File: config.mk
export PLATFORM = sky130hd
export DESIGN_NAME = baton_tracker
export DESIGN_NICKNAME = d
export VERILOG_FILES = /design/src/hdl/baton_pkg.sv /design/src/hdl/baton_tracker.sv /design/src/hdl/telemetry_tx.sv /design/src/hdl/beat_detector.sv /design/src/hdl/center_of_mass.sv /design/src/hdl/cr_threshold.sv /design/src/hdl/pixel_reconstruct.sv
export SDC_FILE = /design/constraint.sdc
export NUM_CORES = 1
export LEC_CHECK = 0
export BUFFER_PORTS_ARGS = -buffer_cell sky130_fd_sc_hd__buf_2
export CAP_MARGIN = 30
export CORE_ASPECT_RATIO = 1.25
export CORE_MARGIN = 2
export CORE_UTILIZATION = 40
export CTS_CLUSTER_DIAMETER = 30
export DETAILED_ROUTE_END_ITERATION = 8
export HOLD_SLACK_MARGIN = 0.15
export SLEW_MARGIN = 20
export SYNTH_ARGS = -nofsm -noshare
export SYNTH_HDL_FRONTEND = slang
export SYNTH_SLANG_ARGS = --single-unit
export TNS_END_PERCENT = 30
File: constraint.sdc
create_clock -name clk_camera -period 5.3 [get_ports clk_camera]
set_input_delay 1.06 -clock clk_camera [delete_from_list [all_inputs] [get_ports clk_camera]]
set_output_delay 1.06 -clock clk_camera [all_outputs]
set_load 0.02 [all_outputs]
File: src/hdl/baton_pkg.sv
package baton_pkg;

   // camera frame geometry, one frame is 320x180 pixels
   localparam int FRAME_W = 320;
   localparam int FRAME_H = 180;
   localparam int HCOUNT_W = 9;
   localparam int VCOUNT_W = 8;

   // inclusive pink window on 8-bit cr
   localparam int CR_LOW = 160;
   localparam int CR_HIGH = 240;

   // per-frame accumulator widths
   localparam int SUM_X_W = 25;
   localparam int SUM_Y_W = 25;
   localparam int CNT_W = 16;

   // divider length covers the wider of the two sums
   localparam int DIV_W = (SUM_X_W > SUM_Y_W) ? SUM_X_W : SUM_Y_W;
   localparam int DIV_CNT_W = $clog2(DIV_W + 1);

   // uart bit time and report schedule, all in clk_camera cycles
   localparam int CLKS_PER_BIT = 8;
   localparam int REPORT_PERIOD = 400;
   localparam int REPORT_Y_AT = 100;
   localparam int REPORT_BEAT_AT = 300;

   typedef enum logic {COM_ACCUM, COM_DIVIDE} com_state_t;
   typedef enum logic [1:0] {TX_IDLE, TX_START, TX_DATA, TX_STOP} tx_state_t;

endpackage
File: src/hdl/baton_tracker.sv
`timescale 1ns/1ns
`default_nettype none

module baton_tracker import baton_pkg::*; (
   input  logic                clk_camera,
   input  logic                sys_rst_camera,
   input  logic [7:0]          camera_d_i,
   input  logic                cam_pclk_i,
   input  logic                cam_hsync_i,
   input  logic                cam_vsync_i,
   output logic [HCOUNT_W-1:0] x_com_o,
   output logic [VCOUNT_W-1:0] y_com_o,
   output logic                com_valid_o,
   output logic                beat_o,
   output logic                uart_txd_o
);

   // assembled pixels
   logic                pixel_valid;
   logic [15:0]         pixel_data;
   logic [HCOUNT_W-1:0] pixel_hcount;
   logic [VCOUNT_W-1:0] pixel_vcount;
   // pink mask, two cycles behind the pixels
   logic                mask_valid;
   logic                mask;
   logic [HCOUNT_W-1:0] mask_hcount;
   logic [VCOUNT_W-1:0] mask_vcount;

   pixel_reconstruct u_pixel_reconstruct (
      .clk_camera     (clk_camera),
      .sys_rst_camera (sys_rst_camera),
      .camera_d_i     (camera_d_i),
      .cam_pclk_i     (cam_pclk_i),
      .cam_hsync_i    (cam_hsync_i),
      .cam_vsync_i    (cam_vsync_i),
      .pixel_valid_o  (pixel_valid),
      .pixel_data_o   (pixel_data),
      .hcount_o       (pixel_hcount),
      .vcount_o       (pixel_vcount)
   );

   cr_threshold u_cr_threshold (
      .clk_camera     (clk_camera),
      .sys_rst_camera (sys_rst_camera),
      .pixel_valid_i  (pixel_valid),
      .pixel_data_i   (pixel_data),
      .hcount_i       (pixel_hcount),
      .vcount_i       (pixel_vcount),
      .mask_valid_o   (mask_valid),
      .mask_o         (mask),
      .mask_hcount_o  (mask_hcount),
      .mask_vcount_o  (mask_vcount)
   );

   center_of_mass u_center_of_mass (
      .clk_camera     (clk_camera),
      .sys_rst_camera (sys_rst_camera),
      .mask_valid_i   (mask_valid),
      .mask_i         (mask),
      .hcount_i       (mask_hcount),
      .vcount_i       (mask_vcount),
      .x_com_o        (x_com_o),
      .y_com_o        (y_com_o),
      .com_valid_o    (com_valid_o)
   );

   beat_detector u_beat_detector (
      .clk_camera     (clk_camera),
      .sys_rst_camera (sys_rst_camera),
      .com_valid_i    (com_valid_o),
      .y_com_i        (y_com_o),
      .beat_o         (beat_o)
   );

   // reports the held center, not only fresh results
   telemetry_tx u_telemetry_tx (
      .clk_camera     (clk_camera),
      .sys_rst_camera (sys_rst_camera),
      .y_com_i        (y_com_o),
      .beat_i         (beat_o),
      .uart_txd_o     (uart_txd_o)
   );

endmodule

`default_nettype wire

File: src/hdl/telemetry_tx.sv
`timescale 1ns/1ns
`default_nettype none

module telemetry_tx import baton_pkg::*; (
   input  logic                clk_camera,
   input  logic                sys_rst_camera,
   input  logic [VCOUNT_W-1:0] y_com_i,
   input  logic                beat_i,
   output logic                uart_txd_o
);

   logic [$clog2(REPORT_PERIOD)-1:0] report_cnt;
   logic                             launch_y;
   logic                             launch_flag;
   // remembers any beat since the last flag byte
   logic                             beat_seen;
   logic [7:0]                       tx_byte;
   tx_state_t                        state;
   logic [$clog2(CLKS_PER_BIT)-1:0]  bit_timer;
   logic                             bit_done;
   logic [2:0]                       bit_idx;

   assign launch_y = (report_cnt == REPORT_Y_AT);
   assign launch_flag = (report_cnt == REPORT_BEAT_AT);
   assign bit_done = (bit_timer == CLKS_PER_BIT - 1);

   // free-running report schedule
   always_ff @(posedge clk_camera) begin
      if (sys_rst_camera || (report_cnt == REPORT_PERIOD - 1)) begin
         report_cnt <= '0;
      end else begin
         report_cnt <= report_cnt + 1'b1;
      end
   end

   // a beat arriving on the latch cycle goes to the next flag byte
   always_ff @(posedge clk_camera) begin
      if (sys_rst_camera) begin
         beat_seen <= 1'b0;
      end else if (launch_flag) begin
         beat_seen <= beat_i;
      end else begin
         beat_seen <= beat_seen | beat_i;
      end
   end

   always_ff @(posedge clk_camera) begin
      if (launch_y) begin
         tx_byte <= y_com_i;
      end else if (launch_flag) begin
         tx_byte <= {beat_seen, 7'b0};
      end
   end

   // 8n1 serializer, lsb first
   always_ff @(posedge clk_camera) begin
      if (sys_rst_camera) begin
         state <= TX_IDLE;
         uart_txd_o <= 1'b1;
         bit_timer <= '0;
         bit_idx <= '0;
      end else begin
         bit_timer <= bit_done ? '0 : bit_timer + 1'b1;
         case (state)
            TX_IDLE: begin
               bit_timer <= '0;
               // line is always idle here, a frame is only 80 cycles
               if (launch_y || launch_flag) begin
                  state <= TX_START;
                  uart_txd_o <= 1'b0;
               end
            end
            TX_START: begin
               if (bit_done) begin
                  state <= TX_DATA;
                  uart_txd_o <= tx_byte[0];
                  bit_idx <= '0;
               end
            end
            TX_DATA: begin
               if (bit_done) begin
                  if (bit_idx == 3'd7) begin
                     state <= TX_STOP;
                     uart_txd_o <= 1'b1;
                  end else begin
                     bit_idx <= bit_idx + 1'b1;
                     uart_txd_o <= tx_byte[bit_idx + 3'd1];
                  end
               end
            end
            TX_STOP: begin
               if (bit_done) begin
                  state <= TX_IDLE;
               end
            end
            default: state <= TX_IDLE;
         endcase
      end
   end

endmodule

`default_nettype wire

File: src/hdl/beat_detector.sv
`timescale 1ns/1ns
`default_nettype none

module beat_detector import baton_pkg::*; (
   input  logic                clk_camera,
   input  logic                sys_rst_camera,
   input  logic                com_valid_i,
   input  logic [VCOUNT_W-1:0] y_com_i,
   output logic                beat_o
);

   logic [VCOUNT_W-1:0] prev_y;
   // 1 while the baton moves down the picture
   logic                dir_down;

   always_ff @(posedge clk_camera) begin
      if (sys_rst_camera) begin
         prev_y <= '0;
         dir_down <= 1'b0;
         beat_o <= 1'b0;
      end else begin
         beat_o <= 1'b0;
         if (com_valid_i) begin
            prev_y <= y_com_i;
            // vcount grows downward
            if (y_com_i > prev_y) begin
               dir_down <= 1'b1;
            end else if (y_com_i < prev_y) begin
               dir_down <= 1'b0;
               // bottom of the stroke is the beat
               beat_o <= dir_down;
            end
         end
      end
   end

endmodule

`default_nettype wire

File: src/hdl/center_of_mass.sv
`timescale 1ns/1ns
`default_nettype none

module center_of_mass import baton_pkg::*; (
   input  logic                clk_camera,
   input  logic                sys_rst_camera,
   input  logic                mask_valid_i,
   input  logic                mask_i,
   input  logic [HCOUNT_W-1:0] hcount_i,
   input  logic [VCOUNT_W-1:0] vcount_i,
   output logic [HCOUNT_W-1:0] x_com_o,
   output logic [VCOUNT_W-1:0] y_com_o,
   output logic                com_valid_o
);

   com_state_t           state;
   logic [SUM_X_W-1:0]   sum_x;
   logic [SUM_Y_W-1:0]   sum_y;
   logic [CNT_W-1:0]     count;
   logic                 hit;
   logic                 frame_end;
   // running totals including the current pixel
   logic [SUM_X_W-1:0]   tot_x;
   logic [SUM_Y_W-1:0]   tot_y;
   logic [CNT_W-1:0]     tot_cnt;
   // dividend shifts out at the top while quotient bits shift in below
   logic [DIV_W-1:0]     quo_x;
   logic [DIV_W-1:0]     quo_y;
   logic [DIV_W-1:0]     quo_x_nxt;
   logic [DIV_W-1:0]     quo_y_nxt;
   logic [CNT_W-1:0]     rem_x;
   logic [CNT_W-1:0]     rem_y;
   logic [CNT_W-1:0]     divisor;
   // msb is the quotient bit, the rest the new remainder
   logic [CNT_W:0]       step_x;
   logic [CNT_W:0]       step_y;
   // shared by both dividers
   logic [DIV_CNT_W-1:0] bit_cnt;

   // one restoring division step
   function automatic logic [CNT_W:0] div_step(input logic [CNT_W-1:0] rem,
                                               input logic in_bit,
                                               input logic [CNT_W-1:0] dvs);
      logic [CNT_W:0] shifted;
      logic [CNT_W:0] diff;
      shifted = {rem, in_bit};
      diff = shifted - {1'b0, dvs};
      if (shifted >= {1'b0, dvs}) begin
         div_step = {1'b1, diff[CNT_W-1:0]};
      end else begin
         div_step = {1'b0, shifted[CNT_W-1:0]};
      end
   endfunction

   always_comb begin
      hit = mask_valid_i && mask_i;
      // last pixel of the frame closes the sums
      frame_end = mask_valid_i && (hcount_i == HCOUNT_W'(FRAME_W - 1))
                  && (vcount_i == VCOUNT_W'(FRAME_H - 1));
      tot_x = sum_x + (hit ? SUM_X_W'(hcount_i) : '0);
      tot_y = sum_y + (hit ? SUM_Y_W'(vcount_i) : '0);
      tot_cnt = count + CNT_W'(hit);
      step_x = div_step(rem_x, quo_x[DIV_W-1], divisor);
      step_y = div_step(rem_y, quo_y[DIV_W-1], divisor);
      quo_x_nxt = {quo_x[DIV_W-2:0], step_x[CNT_W]};
      quo_y_nxt = {quo_y[DIV_W-2:0], step_y[CNT_W]};
   end

   // accumulators keep running while the dividers work
   always_ff @(posedge clk_camera) begin
      if (sys_rst_camera || frame_end) begin
         sum_x <= '0;
         sum_y <= '0;
         count <= '0;
      end else begin
         sum_x <= tot_x;
         sum_y <= tot_y;
         count <= tot_cnt;
      end
   end

   always_ff @(posedge clk_camera) begin
      if (sys_rst_camera) begin
         state <= COM_ACCUM;
         com_valid_o <= 1'b0;
         x_com_o <= '0;
         y_com_o <= '0;
      end else begin
         com_valid_o <= 1'b0;
         case (state)
            COM_ACCUM: begin
               // empty frame leaves the old center in place
               if (frame_end && (tot_cnt != '0)) begin
                  state <= COM_DIVIDE;
               end
            end
            COM_DIVIDE: begin
               if (bit_cnt == DIV_CNT_W'(DIV_W - 1)) begin
                  state <= COM_ACCUM;
                  com_valid_o <= 1'b1;
                  x_com_o <= quo_x_nxt[HCOUNT_W-1:0];
                  y_com_o <= quo_y_nxt[VCOUNT_W-1:0];
               end
            end
            default: state <= COM_ACCUM;
         endcase
      end
   end

   // divider datapath, loaded at frame end
   always_ff @(posedge clk_camera) begin
      if (state == COM_ACCUM) begin
         if (frame_end) begin
            quo_x <= DIV_W'(tot_x);
            quo_y <= DIV_W'(tot_y);
            divisor <= tot_cnt;
            rem_x <= '0;
            rem_y <= '0;
            bit_cnt <= '0;
         end
      end else begin
         quo_x <= quo_x_nxt;
         quo_y <= quo_y_nxt;
         rem_x <= step_x[CNT_W-1:0];
         rem_y <= step_y[CNT_W-1:0];
         bit_cnt <= bit_cnt + 1'b1;
      end
   end

endmodule

`default_nettype wire

File: src/hdl/cr_threshold.sv
`timescale 1ns/1ns
`default_nettype none

module cr_threshold import baton_pkg::*; (
   input  logic                clk_camera,
   input  logic                sys_rst_camera,
   input  logic                pixel_valid_i,
   input  logic [15:0]         pixel_data_i,
   input  logic [HCOUNT_W-1:0] hcount_i,
   input  logic [VCOUNT_W-1:0] vcount_i,
   output logic                mask_valid_o,
   output logic                mask_o,
   output logic [HCOUNT_W-1:0] mask_hcount_o,
   output logic [VCOUNT_W-1:0] mask_vcount_o
);

   // rgb565 fields widened to 8 bits with zero fill
   logic [7:0]          r8;
   logic [7:0]          g8;
   logic [7:0]          b8;
   // stage 1 registers
   logic                valid_s1;
   logic [HCOUNT_W-1:0] hcount_s1;
   logic [VCOUNT_W-1:0] vcount_s1;
   logic [15:0]         prod_r;
   logic [15:0]         prod_g;
   logic [15:0]         prod_b;
   // stage 2 arithmetic, signed so the shift keeps the sign
   logic signed [16:0]  cr_diff;
   logic signed [16:0]  cr_val;

   assign r8 = {pixel_data_i[15:11], 3'b000};
   assign g8 = {pixel_data_i[10:5], 2'b00};
   assign b8 = {pixel_data_i[4:0], 3'b000};

   always_ff @(posedge clk_camera) begin
      if (sys_rst_camera) begin
         valid_s1 <= 1'b0;
         mask_valid_o <= 1'b0;
      end else begin
         valid_s1 <= pixel_valid_i;
         mask_valid_o <= valid_s1;
      end
   end

   // cr = 128 + (112r - 94g - 18b) / 256
   always_comb begin
      cr_diff = $signed({1'b0, prod_r}) - $signed({1'b0, prod_g}) - $signed({1'b0, prod_b});
      cr_val = 17'sd128 + (cr_diff >>> 8);
   end

   always_ff @(posedge clk_camera) begin
      // products first, one pixel per cycle can be in flight
      prod_r <= r8 * 16'd112;
      prod_g <= g8 * 16'd94;
      prod_b <= b8 * 16'd18;
      hcount_s1 <= hcount_i;
      vcount_s1 <= vcount_i;
      // window compare and aligned coordinates
      mask_o <= (cr_val >= CR_LOW) && (cr_val <= CR_HIGH);
      mask_hcount_o <= hcount_s1;
      mask_vcount_o <= vcount_s1;
   end

endmodule

`default_nettype wire

File: src/hdl/pixel_reconstruct.sv
`timescale 1ns/1ns
`default_nettype none

module pixel_reconstruct import baton_pkg::*; (
   input  logic                clk_camera,
   input  logic                sys_rst_camera,
   input  logic [7:0]          camera_d_i,
   input  logic                cam_pclk_i,
   input  logic                cam_hsync_i,
   input  logic                cam_vsync_i,
   output logic                pixel_valid_o,
   output logic [15:0]         pixel_data_o,
   output logic [HCOUNT_W-1:0] hcount_o,
   output logic [VCOUNT_W-1:0] vcount_o
);

   // two-flop synchronizers, bit 1 is the safe copy
   logic [7:0]          d_meta;
   logic [7:0]          d_sync;
   logic [1:0]          pclk_sr;
   logic [1:0]          hsync_sr;
   logic [1:0]          vsync_sr;
   // previous synchronized levels for edge detection
   logic                pclk_prev;
   logic                hsync_prev;
   logic                pclk_rise;
   logic                hsync_fall;
   logic                take_byte;
   logic                in_frame;
   // 0 while waiting for the high byte of a pixel
   logic                byte_phase;
   logic [7:0]          hi_byte;
   logic [HCOUNT_W-1:0] hcount;
   logic [VCOUNT_W-1:0] vcount;

   always_ff @(posedge clk_camera) begin
      d_meta <= camera_d_i;
      d_sync <= d_meta;
   end

   always_ff @(posedge clk_camera) begin
      if (sys_rst_camera) begin
         pclk_sr <= '0;
         hsync_sr <= '0;
         vsync_sr <= '0;
         pclk_prev <= 1'b0;
         hsync_prev <= 1'b0;
      end else begin
         pclk_sr <= {pclk_sr[0], cam_pclk_i};
         hsync_sr <= {hsync_sr[0], cam_hsync_i};
         vsync_sr <= {vsync_sr[0], cam_vsync_i};
         pclk_prev <= pclk_sr[1];
         hsync_prev <= hsync_sr[1];
      end
   end

   assign pclk_rise = pclk_sr[1] && !pclk_prev;
   assign hsync_fall = !hsync_sr[1] && hsync_prev;
   // bytes only count while the line is active
   assign take_byte = pclk_rise && hsync_sr[1];
   // drop anything beyond the expected frame size
   assign in_frame = (hcount < FRAME_W) && (vcount < FRAME_H);

   always_ff @(posedge clk_camera) begin
      if (sys_rst_camera) begin
         pixel_valid_o <= 1'b0;
         byte_phase <= 1'b0;
         hcount <= '0;
         vcount <= '0;
      end else begin
         pixel_valid_o <= 1'b0;
         // vsync holds the line counter at the top of the frame
         if (vsync_sr[1]) begin
            vcount <= '0;
         end else if (hsync_fall) begin
            vcount <= vcount + 1'b1;
         end
         if (hsync_fall) begin
            byte_phase <= 1'b0;
            hcount <= '0;
         end else if (take_byte) begin
            byte_phase <= !byte_phase;
            // second byte completes the pixel
            if (byte_phase) begin
               hcount <= hcount + 1'b1;
               pixel_valid_o <= in_frame;
            end
         end
      end
   end

   // pixel payload, qualified by pixel_valid_o
   always_ff @(posedge clk_camera) begin
      if (take_byte) begin
         if (!byte_phase) begin
            hi_byte <= d_sync;
         end else begin
            pixel_data_o <= {hi_byte, d_sync};
            hcount_o <= hcount;
            vcount_o <= vcount;
         end
      end
   end

endmodule

`default_nettype wire

# Yosys cells after proc, flatten, opt, wreduce, memory -nomap -nowiden
# Index checks and enable logic that the tools add are counted.
# op_classes
bitwise	6
multipliers	3
shifts	0
n_div	0
n_addsub	14
reduce_logical	36
n_eq_ne	17
n_mux	39
magnitude_cmp	9
# ops
operator	n
two-way mux 25 bit	4
adder 25 bit	2
two-way mux 16 bit	3
>= comparator 17 x 16 -> 1 bit	2
two-way mux 17 bit	2
subtractor 16 bit	2
== test 9 bit (second input constant)	3
two-way mux 8 bit	3
adder 9 x 1 -> 9 bit (second input constant)	2
subtractor 16 x 14 -> 17 bit	1
adder 16 x 1 -> 16 bit	1
nonzero test 16 bit	1
subtractor 15 x 15 -> 16 bit	1
multiplier 6 x 6 -> 12 bit (second input constant)	1
two-way mux 1 bit	11
adder 9 x 9 -> 10 bit (first input constant)	1
>= comparator 10 x 9 -> 1 bit (second input constant)	1
<= comparator 10 x 9 -> 1 bit (second input constant)	1
two-way mux 2 bit	5
two-way mux 5 bit	2
inequality test 2 x 1 -> 1 bit (second input constant)	5
AND reduction 2 bit	5
== test 9 x 7 -> 1 bit (second input constant)	1
logical AND 1 bit	9
other kinds (35)	55
# word_totals
latch_bits	0
inputBits	13
n_memories	0
register_bits	375
output_inout_bits	20
mem_bits_ro	0
ram_bits	0
wordCells	172

# Longest topological paths before layout
# depth
depth_word	6
mapped_depth	22
depth_no_buf	22

# By module
# Synthesis repeated with hierarchy kept, for this count alone.
# hier_totals
cells_unflattened	1678
area_unflattened_um2	17934.7
# by_module_without_submodules
module	cells_per_inst	instances	area_per_inst_um2	seq_area_each_um2
center_of_mass	1008	1	10059.6	4794.6
cr_threshold	304	1	3340.7	1321.3
pixel_reconstruct	179	1	2665.1	2092.0
telemetry_tx	127	1	1312.5	620.6
beat_detector	60	1	556.8	200.2

# Worst setup path after synthesis
# No wires, ideal clock.
# synth_path
path_kind	register -> register
start	register u_cr_threshold.prod_g[8]
end	register u_cr_threshold.mask_o
path_slack_ns	1.454
arrival_ns	3.729
setup_ns	0.117
period_less_slack_ns	3.846
t_required_ns	5.183
stages_incl_launch_ff	23
path_buffers	0
cell_sequence	dfxtp_1 inv_1 ha_1 a21o_1 a31oi_1 nor2b_1 nor2_1 xnor2_1 ha_1 and4_1 a211oi_1 o21ai_1 a31oi_1 nand2b_1 or2_4 nor2_1 xnor2_1 ha_1 nor2b_1 nand2_1 nor2_1 a2bb2oi_1 a32o_2
# synth_via
elab_chain_cells	5
elab_cells_between_ends	6
classes_between	add/sub: 3; order compare: 2; reduce/logical: 1
# synth_lines
element	line	source
from (decl)	cr_threshold.sv:26	logic [15:0] prod_g;
from (signal assigned)	cr_threshold.sv:55	prod_g <= g8 * 16'd94;
subtractor 15 x 15 -> 16 bit (*)	cr_threshold.sv:48	cr_diff = $signed({1'b0, prod_r}) - $signed({1'b0, prod_g}) - $signed({1'b0, prod_b});
subtractor 16 x 14 -> 17 bit (*)	cr_threshold.sv:48	
adder 9 x 9 -> 10 bit (*)	cr_threshold.sv:49	cr_val = 17'sd128 + (cr_diff >>> 8);
>= comparator 10 x 9 -> 1 bit or <= comparator 10 x 9 -> 1 bit (tied branches)	cr_threshold.sv:60	mask_o <= (cr_val >= CR_LOW) && (cr_val <= CR_HIGH);
logical AND 1 bit (*)	cr_threshold.sv:60	
to (signal assigned)	cr_threshold.sv:60	
to (decl)	cr_threshold.sv:12	output logic mask_o,
# Every way passes the cells marked *; elsewhere a longest branch is shown, timed or not.
# A chain may end at the register's enable or synchronous reset.

# Worst setup path in the final report
# Same ends and word-level chain as after synthesis.

==> run metrics <==
CTS root buffer clkbuf_16; post-synth top area cell edfxtp_1; DRT Wirelength 38400 microns; Detail Route Antenna Nets 0; Fillers 4073; Sum Neg Setup Slack 0 ns; diode count 0; GRT Util Overall 16.3%; Ys Warns 0; vias in the first global route 13.2k; Final Hold Viols 0; pin count of the biggest net entering global routing 68; Tcrit/Tclk final 79.8%; leakage dissipation 9.04 nW; Seq pwr share 35.0%; GPL Wtd Cong 0.820; Final Max Slew Viols 0; number of buffers created by CTS 85; critical path arrival 4.73 ns; Area growth syn-to-layout 21.1%; Switching Fraction 21.4%; final worst slack 1.07 ns; layout cell share with drive strength beyond 1 13.2%; FFs w/ async S/R, synth 0%; clk sinks 375; sw power 1.85 mW; Initial Util 40.7%; minimum clock period 4.23 ns; Worst-Skew Late Latency 0.61 ns; Unique masters post-synth 83; status completed; final setup fails 0; share of the yosys chip area belonging to registers 49.0%; clock power share 63.8%; Area after DPL 19100 sq um; CTS tree done; Critical Path RT 5.80 ns; syn nets 1941; Worst Path Max Fanout 6; Detailed Place HPWL 25600 microns; Final Skew 0.0261 ns; Synth Area per Inst 10.3 sq um; clock slew at reported path FFs 0.05 ns; first-pass GRT wire length 63300 microns; CP top delay family compound AO/OA/AOI/OAI gates; CP max stage cell ha_1; CTS Buffer Depth 3; slowest cell delay on critical path 0.35 ns; Core Area 45300 sq um; register bit total from synthesis 375; Ports 33; Post-Place Worst Slack 1.08 ns; drc violations 0; Die ar. 47800 sq um; area of the mapped netlist 18400 sq um; dpl cells 2341; post-CTS setup buffers 0; startpoint types flop; First-pass DRT Iterations 5; CP bufs+invs 1; worst-path cell chain inv_1 -> ha_1 -> a21o_1 -> a31oi_1 -> nor2b_1 -> nor2_1 -> xnor2_1 -> ha_1 -> and4_1 -> a211oi_1 -> o21ai_1 -> a31oi_1 -> nand2b_1 -> or2_4 -> nor2_1 -> xnor2_1 -> ha_1 -> nor2b_1 -> nand2_1 -> nor2_1 -> a2bb2oi_1 -> a32o_2; min-delay worst type flop to flop; global route total overflow 0; ranking of synthesized cells by area edfxtp_1 25%, dfxtp_1 24%, ha_1 8.6%; count of nets after finishing 2015; logic gate share of total power 1.2%; Layout Cells excl Fill 2505; hold-fix buffers at CTS 0; max-cap violations 0; most common cell in the netlist dfxtp_1; Peak Freq 0.236 GHz; main flop type after synthesis dfxtp_1; post-cts sizing count 0; Power Density 387 nW/um^2; Crit Path Class flop to flop; Final Cell Area 22300 sq um; Die Wd 196 microns; Pint 6.78 mW; Rel. slew slack 36.0%; Rows 87; post-synthesis cell count 1780; DR vias 13.0k; Critical Path Sink Type flop; DR vias/cell 5.20; number of port buffers 32; Slew @ Worst Pin 0.960 ns; RSZ-0062 raised after global routing false; Post-synth top cells 223 x dfxtp_1, 152 x edfxtp_1, 145 x inv_1; Initial DRC Count 519; Max H-tree Level 3; post-synth top area share 24.8%; Avg WL per Cell 15.3 microns; antenna violations before repair 0; Max VDD drop 0.000354 V; die height 244 microns; EDFF count, synth 152
==> cells by family after synthesis <==
group / synth area share (%)
multiplexers: 3.07
flip-flops: 49.0
XOR/XNOR: 4.93
buffers and inverters: 4.27
adder cells (fa/ha/maj): 10.9
AND/OR/NAND/NOR: 15.9
AO/OA/AOI/OAI: 11.9
==> final cells by class <==
cell class	instances	area, sq um	area share, %
Clock inverter	58	742	3.33
Sequential cell	375	9030	40.5
Timing Repair Buffer	46	299	1.34
Clock buffer	102	2340	10.5
Inverter	145	546	2.45
Multi-Input combinational cell	1201	8610	38.6
Tap cell	578	723	3.24
==> path summary, 6_finish.rpt <==
check,from,end,slack (ns),depth (start not counted)
setup reg to reg,u_cr_threshold.prod_g[8]$_DFF_P_,u_cr_threshold.mask_o$_DFF_P_,1.07,22
hold / removal,u_cr_threshold.hcount_s1[2]$_DFF_P_,u_cr_threshold.mask_hcount_o[2]$_DFF_P_,0.32,0
hold reg to reg,u_cr_threshold.hcount_s1[2]$_DFF_P_,u_cr_threshold.mask_hcount_o[2]$_DFF_P_,0.32,0
setup / recovery,u_cr_threshold.prod_g[8]$_DFF_P_,u_cr_threshold.mask_o$_DFF_P_,1.07,22
==> registers in the layout (all words and copies together) (netlist names), 12 cells and up <==
register / count
u_center_of_mass.quo_x: 25
u_center_of_mass.count: 16
u_center_of_mass.quo_y: 25
u_center_of_mass.sum_x: 25
u_cr_threshold.prod_g: 12
u_center_of_mass.sum_y: 25
u_center_of_mass.divisor: 16
u_center_of_mass.rem_x: 16
u_pixel_reconstruct.pixel_data_o: 16
u_center_of_mass.rem_y: 16
==> power groups by stage <==
stage	Sequential (mW)	Combinational (mW)	Clock (mW)
2_1_floorplan	3.08	0.0725	0
3_3_place_gp	3.08	0.0990	0
3_5_place_dp	3.08	0.101	0
4_1_cts	3.02	0.103	5.61
5_1_grt	3.02	0.115	5.77
6_report	3.02	0.102	5.51
==> cells in the final DEF (no fill, tap or decap), types with 28 or more instances in the layout <==
| master | count |
|---|---|
| a21oi_1 | 84 |
| and2_1 | 42 |
| and3_1 | 28 |
| buf_2 | 33 |
| clkbuf_16 | 89 |
| dfxtp_1 | 222 |
| edfxtp_1 | 152 |
| ha_1 | 127 |
| inv_1 | 143 |
| mux2i_1 | 34 |
| nand2_1 | 126 |
| nand3_1 | 60 |
| nand4_1 | 28 |
| nor2_1 | 142 |
| nor2b_1 | 46 |
| nor3_1 | 34 |
| o21ai_0 | 43 |
| o21ai_1 | 28 |
| xnor2_1 | 60 |
| xor2_1 | 40 |
==> metrics by stage <==
step / util [%] / power (mW) / hold WS, ns
after floorplan: - / 3.15 / 0.310
after global placement: 42.3 / 3.17 / 0.314
after detailed placement: 42.3 / 3.18 / 0.312
after CTS: 49.1 / 8.74 / 0.322
after global routing: 49.2 / 8.90 / 0.326
final: 49.2 / 8.63 / 0.322
==> metal layers <==
metal | vias up | GRT usage (%) | part of all wire (%)
met5 | - | 0 | 0
met4 | 0 | 7.95 | 2.9
met3 | 75 | 3.17 | 3.9
met2 | 228 | 28.6 | 50
met1 | 6237 | 19.1 | 43
li1 | 6484 | - | -
No activity file was read; power rests on OpenSTA's default activity.
